[config.mk]
export PLATFORM = sky130hd
export DESIGN_NAME = opcode_decoder
export DESIGN_NICKNAME = d
export VERILOG_FILES = /design/src/common/cpu6502_pkg.sv /design/src/decode/access_info_decode.sv /design/src/decode/addr_mode_decode.sv /design/src/decode/exec_op_decode.sv /design/src/opcode_decoder.sv
export SDC_FILE = /design/constraint.sdc
export NUM_CORES = 1
export LEC_CHECK = 0
export ABC_AREA = 1
export BUFFER_PORTS_ARGS = -buffer_cell sky130_fd_sc_hd__buf_2
export CORE_ASPECT_RATIO = 0.75
export CORE_MARGIN = 1
export CORE_UTILIZATION = 57
export DETAILED_ROUTE_END_ITERATION = 16
export PLACE_DENSITY_LB_ADDON = 0.1
export SLEW_MARGIN = 40
export SYNTH_ARGS = -nofsm -noshare
export SYNTH_HDL_FRONTEND = slang
export SYNTH_SLANG_ARGS = --single-unit
[constraint.sdc]
create_clock -name CLK -period 2.15 [get_ports CLK]
set_clock_uncertainty 0.05 [all_clocks]
set_input_delay 0.3225 -clock CLK [delete_from_list [all_inputs] [get_ports CLK]]
set_output_delay 0.3225 -clock CLK [all_outputs]
set_load 0.01 [all_outputs]
[src/common/cpu6502_pkg.sv]
package cpu6502_pkg;

	// Instruction set selector, opcode bits [1:0]
	localparam logic [1:0] set_ctl = 2'b00;
	localparam logic [1:0] set_alu = 2'b01;
	localparam logic [1:0] set_rmw = 2'b10;

	// Opcode layout aaabbbcc
	typedef struct packed {
		logic [2:0] group_op;  // Operation within the set
		logic [2:0] mode;      // Addressing field
		logic [1:0] set_sel;
	} opcode_fields_t;

	// Exceptions match the whole byte, regular opcodes the fields
	typedef union packed {
		logic [7:0]     raw;
		opcode_fields_t fields;
	} opcode_u;

	typedef enum logic [3:0] {
		addr_none,      // Implied or accumulator
		addr_abs,
		addr_abs_x,
		addr_abs_y,
		addr_relative,
		addr_immed,
		addr_indir,
		addr_index_x,   // (zp,X)
		addr_index_y,   // (zp),Y
		addr_zero,
		addr_zero_x,
		addr_zero_y,
		addr_illegal
	} addr_mode_t;

	typedef enum logic [6:0] {
		// Set 01, in group_op order
		op_ora, op_and, op_eor, op_adc, op_sta, op_lda, op_cmp, op_sbc,
		// Set 10, accumulator forms four codes above the memory forms
		op_asl, op_rol, op_lsr, op_ror, op_asla, op_rola, op_lsra, op_rora,
		op_stx, op_ldx, op_dec, op_inc,
		op_sty, op_ldy, op_bit, op_cpy, op_cpx,
		op_brk, op_bcc, op_bcs, op_beq, op_bmi, op_bne, op_bpl, op_bvc, op_bvs,
		op_jmp, op_jsr, op_rts, op_rti,
		op_php, op_plp, op_pha, op_pla,
		op_dey, op_tay, op_iny, op_inx,
		op_clc, op_sec, op_cli, op_sei, op_tya, op_clv, op_cld, op_sed,
		op_txa, op_txs, op_tax, op_tsx, op_dex, op_nop,
		op_illegal
	} exec_op_t;

	typedef struct packed {
		logic mem_read;    // Operand must be read from memory
		logic page_cross;  // Extra cycle when the index crosses a page
	} access_info_t;

	typedef struct packed {
		addr_mode_t   addr_mode;
		exec_op_t     exec_op;
		access_info_t info;
	} decode_t;

endpackage

[src/decode/access_info_decode.sv]
`timescale 1ns/100ps

module access_info_decode
	import cpu6502_pkg::*;
(
	input  logic         CLK,
	input  logic         rst_n,
	input  opcode_u      opcode,
	output access_info_t info
);

	opcode_fields_t f;
	access_info_t   info_next;

	assign f = opcode.fields;

	always_comb begin
		info_next = '0;
		case (f.set_sel)
		set_alu:
			if (f.group_op != 3'd4) begin  // STA reads nothing
				info_next.mem_read = 1'b1;
				// (zp),Y  abs,Y  abs,X
				info_next.page_cross = f.mode == 3'd4 || f.mode[2:1] == 2'b11;
			end
		set_rmw: begin
			info_next.mem_read = f.group_op != 3'd4 &&
				(f.mode[0] || (f.mode == 3'd0 && f.group_op == 3'd5));
			info_next.page_cross = f.group_op == 3'd5 && f.mode == 3'd7;  // LDX abs,Y only
		end
		set_ctl:
			case (f.mode)
			3'd0: info_next.mem_read = f.group_op >= 3'd5;
			3'd1, 3'd3: info_next.mem_read = f.group_op == 3'd1 || f.group_op >= 3'd5;
			3'd4: info_next = 2'b11;  // Branch offset, target may cross
			3'd5: info_next.mem_read = f.group_op == 3'd5;
			3'd7: info_next = {2{f.group_op == 3'd5}};  // LDY abs,X
			default: info_next = '0;
			endcase
		default: info_next = '0;
		endcase
	end

	always_ff @(posedge CLK) begin
		if (!rst_n)
			info <= '0;
		else
			info <= info_next;
	end

endmodule

[src/decode/addr_mode_decode.sv]
`timescale 1ns/100ps

module addr_mode_decode
	import cpu6502_pkg::*;
(
	input  logic       CLK,
	input  logic       rst_n,
	input  opcode_u    opcode,
	output addr_mode_t addr_mode
);

	opcode_fields_t f;
	addr_mode_t     alu_mode;
	addr_mode_t     ctl_mode;
	logic           field_ok;
	addr_mode_t     mode_next;

	assign f = opcode.fields;

	always_comb begin
		case (f.mode)
		3'd0: alu_mode = addr_index_x;
		3'd1: alu_mode = addr_zero;
		3'd2: alu_mode = addr_immed;
		3'd3: alu_mode = addr_abs;
		3'd4: alu_mode = addr_index_y;
		3'd5: alu_mode = addr_zero_x;
		3'd6: alu_mode = addr_abs_y;
		default: alu_mode = addr_abs_x;
		endcase
	end

	// Mode field shared by sets 10 and 00
	always_comb begin
		case (f.mode)
		3'd0: ctl_mode = addr_immed;
		3'd1: ctl_mode = addr_zero;
		3'd3: ctl_mode = addr_abs;
		3'd4: ctl_mode = addr_relative;
		3'd5: ctl_mode = addr_zero_x;
		3'd7: ctl_mode = addr_abs_x;
		default: ctl_mode = addr_none;  // Single byte columns 2 and 6
		endcase
		// STX and LDX index with Y
		if (f.set_sel == set_rmw && f.group_op[2:1] == 2'b10) begin
			if (f.mode == 3'd5)
				ctl_mode = addr_zero_y;
			else if (f.mode == 3'd7)
				ctl_mode = addr_abs_y;
		end
	end

	// Field combinations that hold a documented instruction
	always_comb begin
		field_ok = 1'b0;
		case (f.set_sel)
		set_alu: field_ok = !(f.group_op == 3'd4 && f.mode == 3'd2);  // No STA #
		set_rmw:
			case (f.mode)
			3'd1, 3'd2, 3'd3, 3'd5: field_ok = 1'b1;
			3'd6: field_ok = f.group_op[2:1] == 2'b10;  // TXS, TSX
			3'd7: field_ok = f.group_op != 3'd4;
			default: field_ok = 1'b0;
			endcase
		set_ctl:
			case (f.mode)
			3'd0: field_ok = f.group_op >= 3'd5;
			3'd1: field_ok = f.group_op == 3'd1 || f.group_op >= 3'd4;
			3'd2, 3'd4, 3'd6: field_ok = 1'b1;
			3'd3: field_ok = f.group_op != 3'd0;
			3'd5: field_ok = f.group_op[2:1] == 2'b10;
			3'd7: field_ok = f.group_op == 3'd5;
			default: field_ok = 1'b0;
			endcase
		default: field_ok = 1'b0;
		endcase
	end

	always_comb begin
		case (opcode.raw)
		8'h20: mode_next = addr_abs;    // JSR
		8'h6c: mode_next = addr_indir;  // JMP (ind)
		8'h00, 8'h40, 8'h60: mode_next = addr_none;  // BRK, RTI, RTS
		8'ha2: mode_next = addr_immed;  // LDX #
		default:
			if (!field_ok)
				mode_next = addr_illegal;
			else if (f.set_sel == set_alu)
				mode_next = alu_mode;
			else
				mode_next = ctl_mode;
		endcase
	end

	always_ff @(posedge CLK) begin
		if (!rst_n)
			addr_mode <= addr_none;
		else
			addr_mode <= mode_next;
	end

endmodule

[src/decode/exec_op_decode.sv]
`timescale 1ns/100ps

module exec_op_decode
	import cpu6502_pkg::*;
(
	input  logic     CLK,
	input  logic     rst_n,
	input  opcode_u  opcode,
	output exec_op_t exec_op
);

	opcode_fields_t f;
	exec_op_t       rmw_op;
	exec_op_t       ctl_op;
	exec_op_t       branch_op;
	logic           rmw_ok;
	logic           ctl_ok;
	exec_op_t       op_next;

	assign f = opcode.fields;

	always_comb begin
		case (f.group_op)
		3'd0: rmw_op = op_asl;
		3'd1: rmw_op = op_rol;
		3'd2: rmw_op = op_lsr;
		3'd3: rmw_op = op_ror;
		3'd4: rmw_op = op_stx;
		3'd5: rmw_op = op_ldx;
		3'd6: rmw_op = op_dec;
		default: rmw_op = op_inc;
		endcase
		case (f.mode)
		3'd0: rmw_ok = f.group_op == 3'd5;  // LDX #
		3'd1, 3'd3, 3'd5: rmw_ok = 1'b1;
		3'd7: rmw_ok = f.group_op != 3'd4;
		default: rmw_ok = 1'b0;
		endcase
	end

	always_comb begin
		case (f.group_op)
		3'd1: ctl_op = op_bit;
		3'd2, 3'd3: ctl_op = op_jmp;
		3'd4: ctl_op = op_sty;
		3'd5: ctl_op = op_ldy;
		3'd6: ctl_op = op_cpy;
		3'd7: ctl_op = op_cpx;
		default: ctl_op = op_illegal;
		endcase
		case (f.mode)
		3'd0: ctl_ok = f.group_op >= 3'd5;
		3'd1: ctl_ok = f.group_op == 3'd1 || f.group_op >= 3'd4;
		3'd3: ctl_ok = f.group_op != 3'd0;
		3'd5: ctl_ok = f.group_op[2:1] == 2'b10;
		3'd7: ctl_ok = f.group_op == 3'd5;
		default: ctl_ok = 1'b0;
		endcase
	end

	// Top two bits pick the flag, bit 5 the value branched on
	always_comb begin
		case (f.group_op[2:1])
		2'b00: branch_op = f.group_op[0] ? op_bmi : op_bpl;  // N
		2'b01: branch_op = f.group_op[0] ? op_bvs : op_bvc;  // V
		2'b10: branch_op = f.group_op[0] ? op_bcs : op_bcc;  // C
		default: branch_op = f.group_op[0] ? op_beq : op_bne;  // Z
		endcase
	end

	always_comb begin
		op_next = op_illegal;
		case (opcode.raw)
		8'h00: op_next = op_brk;
		8'h20: op_next = op_jsr;
		8'h40: op_next = op_rti;
		8'h60: op_next = op_rts;
		8'h08: op_next = op_php;
		8'h28: op_next = op_plp;
		8'h48: op_next = op_pha;
		8'h68: op_next = op_pla;
		8'h88: op_next = op_dey;
		8'ha8: op_next = op_tay;
		8'hc8: op_next = op_iny;
		8'he8: op_next = op_inx;
		8'h18: op_next = op_clc;
		8'h38: op_next = op_sec;
		8'h58: op_next = op_cli;
		8'h78: op_next = op_sei;
		8'h98: op_next = op_tya;
		8'hb8: op_next = op_clv;
		8'hd8: op_next = op_cld;
		8'hf8: op_next = op_sed;
		8'h8a: op_next = op_txa;
		8'h9a: op_next = op_txs;
		8'haa: op_next = op_tax;
		8'hba: op_next = op_tsx;
		8'hca: op_next = op_dex;
		8'hea: op_next = op_nop;
		default:
			case (f.set_sel)
			set_alu:
				if (!(f.group_op == 3'd4 && f.mode == 3'd2))
					op_next = exec_op_t'({4'd0, f.group_op});
			set_rmw:
				if (f.mode == 3'd2 && !f.group_op[2])
					op_next = exec_op_t'(rmw_op + 7'd4);  // ASLA .. RORA
				else if (rmw_ok)
					op_next = rmw_op;
			set_ctl:
				if (f.mode == 3'd4)
					op_next = branch_op;
				else if (ctl_ok)
					op_next = ctl_op;
			default: op_next = op_illegal;
			endcase
		endcase
	end

	always_ff @(posedge CLK) begin
		if (!rst_n)
			exec_op <= op_nop;
		else
			exec_op <= op_next;
	end

endmodule

[src/opcode_decoder.sv]
`timescale 1ns/100ps

module opcode_decoder
	import cpu6502_pkg::*;
(
	input  logic    CLK,
	input  logic    rst_n,
	input  opcode_u opcode,
	output decode_t decode
);

	addr_mode_t   addr_mode;
	exec_op_t     exec_op;
	access_info_t info;

	addr_mode_decode addr_mode_decode0 (
		.CLK       (CLK),
		.rst_n     (rst_n),
		.opcode    (opcode),
		.addr_mode (addr_mode)
	);

	exec_op_decode exec_op_decode0 (
		.CLK     (CLK),
		.rst_n   (rst_n),
		.opcode  (opcode),
		.exec_op (exec_op)
	);

	access_info_decode access_info_decode0 (
		.CLK    (CLK),
		.rst_n  (rst_n),
		.opcode (opcode),
		.info   (info)
	);

	assign decode = '{addr_mode: addr_mode, exec_op: exec_op, info: info};

endmodule

After elaboration in Yosys (flattened, before gate mapping)
Cells that the tools add are included.
{"block": "word_totals", "ff_bits": 13, "in_bits": 10, "output_inout_bits": 13, "elab_cells": 110}
{"block": "op_classes", "add_sub_neg": 1, "order_cmp": 2, "n_eq_ne": 47, "mux": 31, "reduce_logical": 25}
{"op": "$pmux W7 S26", "count": 1}
{"op": "$eq A8 B8 Y1 const B", "count": 15}
{"op": "$eq A8 B7 Y1 const B", "count": 7}
{"op": "$pmux W7 S3", "count": 2}
{"op": "$pmux W6 S6", "count": 1}
{"op": "$pmux W5 S7", "count": 1}
{"op": "$pmux W4 S7", "count": 1}
{"op": "$eq A3 B3 Y1 const B", "count": 8}
{"op": "$eq A8 B6 Y1 const B", "count": 3}
{"op": "$pmux W4 S6", "count": 1}
{"op": "$mux W4", "count": 5}
{"op": "$mux W6", "count": 3}
{"op": "$pmux W4 S4", "count": 1}
{"op": "$mux W7", "count": 2}
{"op": "$eq A3 B2 Y1 const B", "count": 4}
{"op": "$pmux W1 S3", "count": 3}
{"op": "$reduce_or A3 Y1", "count": 3}
{"op": "$eq A8 B4 Y1 const B", "count": 1}
{"op": "$eq A8 B5 Y1 const B", "count": 1}
{"op": "$logic_not A8 Y1", "count": 1}
{"op": "$add A5 B3 Y6 const B", "count": 1}
{"op": "$eq A2 B2 Y1 const B", "count": 3}
{"op": "$eq A3 B1 Y1 const B", "count": 2}
{"op": "$ge A3 B3 Y1 const B", "count": 2}
{"op": "other kinds (17)", "count": 34}

Logic depth before layout (Yosys ltp)
{"block": "depth", "depth_word": 8, "depth_mapped": 13, "ltp_nobuf": 12}

Modules after synthesis
From an unflattened synthesis, not the netlist that was laid out.
{"block": "unflattened", "cells_unflattened": 327, "hier_area_um2": 1734.2}
{"mod": "exec_op_decode", "n_inst": 1, "cells_per_inst": 216, "area_per_inst_um2": 1129.8, "seq_area_each_um2": 120.1}
{"mod": "addr_mode_decode", "n_inst": 1, "cells_per_inst": 70, "area_per_inst_um2": 402.9, "seq_area_each_um2": 80.1}
{"mod": "access_info_decode", "n_inst": 1, "cells_per_inst": 41, "area_per_inst_um2": 201.4, "seq_area_each_um2": 40.0}

Worst setup path before layout
Ideal clock, no wire load.
{"block": "synth_path", "kind": "input -> register", "from": "input port opcode[6] (netlist name)", "to": "register exec_op_decode0.exec_op[2]", "arrival_time_ps": 1428, "t_required_ps": 1987, "slack_ps": 559, "stages": 10, "path_buffers": 0, "cell_sequence": "inv_2 ha_1 nor2_1 inv_1 nand2_1 nand3_1 nor2_1 nand3_2 nor2_1 nor2_1"}
{"block": "synth_via", "elab_chain_len": 7}
{"item": "start: declaration", "line": "opcode_decoder.sv:8", "rtl": "input opcode_u opcode,"}
{"item": "branches (longest 6 deep; another with $add A5 B3 Y6)"}
{"item": "$pmux W7 S26 *", "line": "exec_op_decode.sv:73", "rtl": "case (opcode.raw)"}
{"item": "end signal: assignment", "line": "exec_op_decode.sv:122", "rtl": "exec_op <= op_nop;"}
{"item": "end signal: assignment", "line": "exec_op_decode.sv:124", "rtl": "exec_op <= op_next;"}
{"item": "end: declaration", "line": "exec_op_decode.sv:9", "rtl": "output exec_op_t exec_op"}
Mark *: on every way between the ends.
A chain may end at the register's enable or synchronous reset.

Final worst setup path
{"block": "layout_path", "from": "input port opcode[7] (netlist name)", "to": "register exec_op_decode0.exec_op[2]"}
The elaborated chain is that of the path after synthesis.

==> results.cfg <==
[run_status]
run_status = finished, final reports clean

[grt]
grt_first_pass_wirelength_um = 7065
overflow = 0
number_of_antenna_violations_at_the_first_check_in_global_routing = 0
grt.met1_usage_pct = 51.88
groute.layer.met3.usage_pct = 5.785
first_global_vias = 1471
grt_use_total_pct = 33.51
grt-busiest-layer = met1
grt_max_degree = 12
grt_use_met2_pct = 48.09

[synthesis]
yosysTopAreaCellShare_pct = 20.50
postSynthRegisterBits = 12
synth-main-ff-cell = dfxtp_1
yosys.cell_count.top_type = nand2_1
synth_seq_area_share_pct = 15.62
synthArstFlopShare_pct = 0
syn_inst = 273
synthesis.area_per_instance_um2 = 5.633
syn-num-nets = 289
netlist_area_mm2 = 0.001538
synth.cells.most_frequent = nand2_1, nor2_1, inv_1
synth_top_cell_by_area = nand2_1
synthDistinctLibCells = 31
synth_top_cells_by_area = nand2_1, dfxtp_1, nor2_1, inv_1, ha_1
yosys_warnings = 0
synth_enable_flop_cells = 0

[clock_network]
cts.path.max_buffers = 2
post_cts_buffers = 0
clkTransAtPathRegs_ns = 0.08
cts_root_buf = clkbuf_4
cts_tree = done
cts_made_buffers = 3
clk_sinks = 12
cts.htree.levels = 1
postCtsHoldBufs = 0
postCtsResizedCells = 0

[power_and_ir_drop]
ir_worst_vdd_mv = 0.3663
pwr_density_cell_mw_per_mm2 = 409.1
power_mw = 0.6982
cellLeakagePower_nw = 0.9225

[routing]
drtAntennaViolNets = 0
routed-via-count = 1878
routedWlPerCell_um = 13.31
postRouteWirelength_um = 4378
route.detailed.drc = 0
first_pass_iters = 5
detailedRoute.firstIterationViolations = 237
avgViaCountPerCell = 5.708

[timing]
finalWorstSetupSlack_ns = 0.5156
hold_violations = 0
maxSlewViolCount = 0
fmax_mhz = 611.9
post-route-min-period_ns = 1.634
setup_viol = 0
rsz0062_at_grt = false
setup_tns_ns = 0
timing.final.crit_share_pct = 76.02

[floorplan]
die_w_um = 61.98
fp.dieArea_mm2 = 0.002912
placement_rows = 15
die-height_um = 46.98
initial_utilization_pct = 63.51
core-area_mm2 = 0.002421
floorplan.io_pins = 23

[hold_path]
whs_endpoint = access_info_decode0.info[0]$_SDFF_PN0_
min_from = rst_n
timing.hold.worst.class = input pin to flop
number_of_cells_on_the_worst_hold_path = 3

[place]
io_buffer_count = 21
gp_routability_congestion = 1.006
dp_hpwl_um = 3452
dpl.cell_count = 325
pre_cts_slack_ns = 0.2783

[worst_setup_path]
cp-start-kind = input pin
worst-path-max-fanout = 10
worst-setup-path-type = input pin to flop
cp_data_required_time_ns = 2.28
worst_setup_path_end_kind = flop
worstPathArrival_ns = 1.76

[finish]
areaGrowthSynthToFinish_pct = 10.98
n_antenna_cell = 0
instances_no_fill = 329
utilization_pct = 70.49
post_route_cells_drive_above_1_share_pct = 22.37
finalNetCount = 312

[run]
max_cap_viol_count = 0
## layer usage
metal,share of wire (%),wire (um),vias to the layer above
li1,-,-,928
met1,45,1966,814
met2,42,1828,128
met3,13,562,8
met4,0.48,21,0
met5,0,0,-
## cells in the final DEF (no fill, tap or decap)
cell type	instances
dfxtp_1	12
o21ai_2	1
nand3_1	15
o21ai_0	15
nand3_2	6
a31oi_1	1
nand2_1	84
nand4_1	4
nor2_1	36
buf_4	3
nand2_4	3
ha_1	6
o22ai_1	2
o2111ai_1	2
buf_2	21
nand2_2	5
inv_4	1
inv_1	22
o211ai_1	2
inv_2	10
o21ai_1	2
conb_1	1
nor2_4	4
nor3_1	9
a21boi_1	1
a21boi_0	1
a21oi_1	12
nor4_1	1
clkbuf_8	1
nor2_2	6
a21oi_2	2
a211oi_1	1
clkbuf_4	3
## logic make-up (layout without fill, tap and decap cells)
family / after synthesis / count (layout) / synth area share (%)
other cells: 1 / 1 / 0.2439
simple gates: 173 / 173 / 52.64
fa+ha+maj: 6 / 6 / 4.882
compound gates: 42 / 42 / 15.95
flops: 12 / 12 / 15.62
buf+inv: 39 / 61 / 10.66
## per-stage QoR
step	hold WS, ns	instance area (um^2)
after detailed placement	0.5415	1670
after CTS	0.2503	1707
after floorplan	0.3701	1538
after global routing	0.2676	1707
final	0.2496	1707
after global placement	0.5328	1670
## how the worst max path moves through the flow
| stage | from | end | slack, ns | cells after the start |
|---|---|---|---|---|
| 6_report | opcode[7] | exec_op_decode0.exec_op[2]$_SDFF_PN0_ | 0.52 | 10 |
| 5_1_grt | opcode[7] | exec_op_decode0.exec_op[1]$_SDFF_PN1_ | 0.39 | 12 |
| 4_1_cts | opcode[7] | exec_op_decode0.exec_op[2]$_SDFF_PN0_ | 0.55 | 10 |
| 3_5_place_dp | opcode[6] | addr_mode_decode0.addr_mode[3]$_SDFF_PN0_ | 0.28 | 9 |
| 3_3_place_gp | opcode[6] | exec_op_decode0.exec_op[2]$_SDFF_PN0_ | 0.27 | 11 |
| 2_1_floorplan | opcode[6] | exec_op_decode0.exec_op[2]$_SDFF_PN0_ | 0.56 | 10 |
## worst max-delay path, cell delays in order
cell and delay [ns]:
buf_2 0.19, inv_2 0.12, ha_1 0.32, nor2_1 0.17
buf_4 0.15, nor2_4 0.04, nor2_2 0.16, nand3_2 0.13
nor2_1 0.12, nor2_1 0.05
## flip-flops by register name (all words and copies together), names as in the netlist
name	count
exec_op_decode0.exec_op	6
addr_mode_decode0.addr_mode	4
access_info_decode0.info	2
## power by group
part	total, mW	switching, mW	internal, mW
Clock	0.181	0.0781	0.103
Sequential	0.244	0.00369	0.241
Combinational	0.273	0.185	0.0881
## cell type report
type	instances	area, um^2
sequential	12	240.2
timing repair buffer	24	127.6
fill	230	714.4
clock buffer	4	36.28
multi-input combinational	222	1134
inverter	33	126.4
tap	34	42.54
Note: power is estimated with default switching activity, not from simulation.
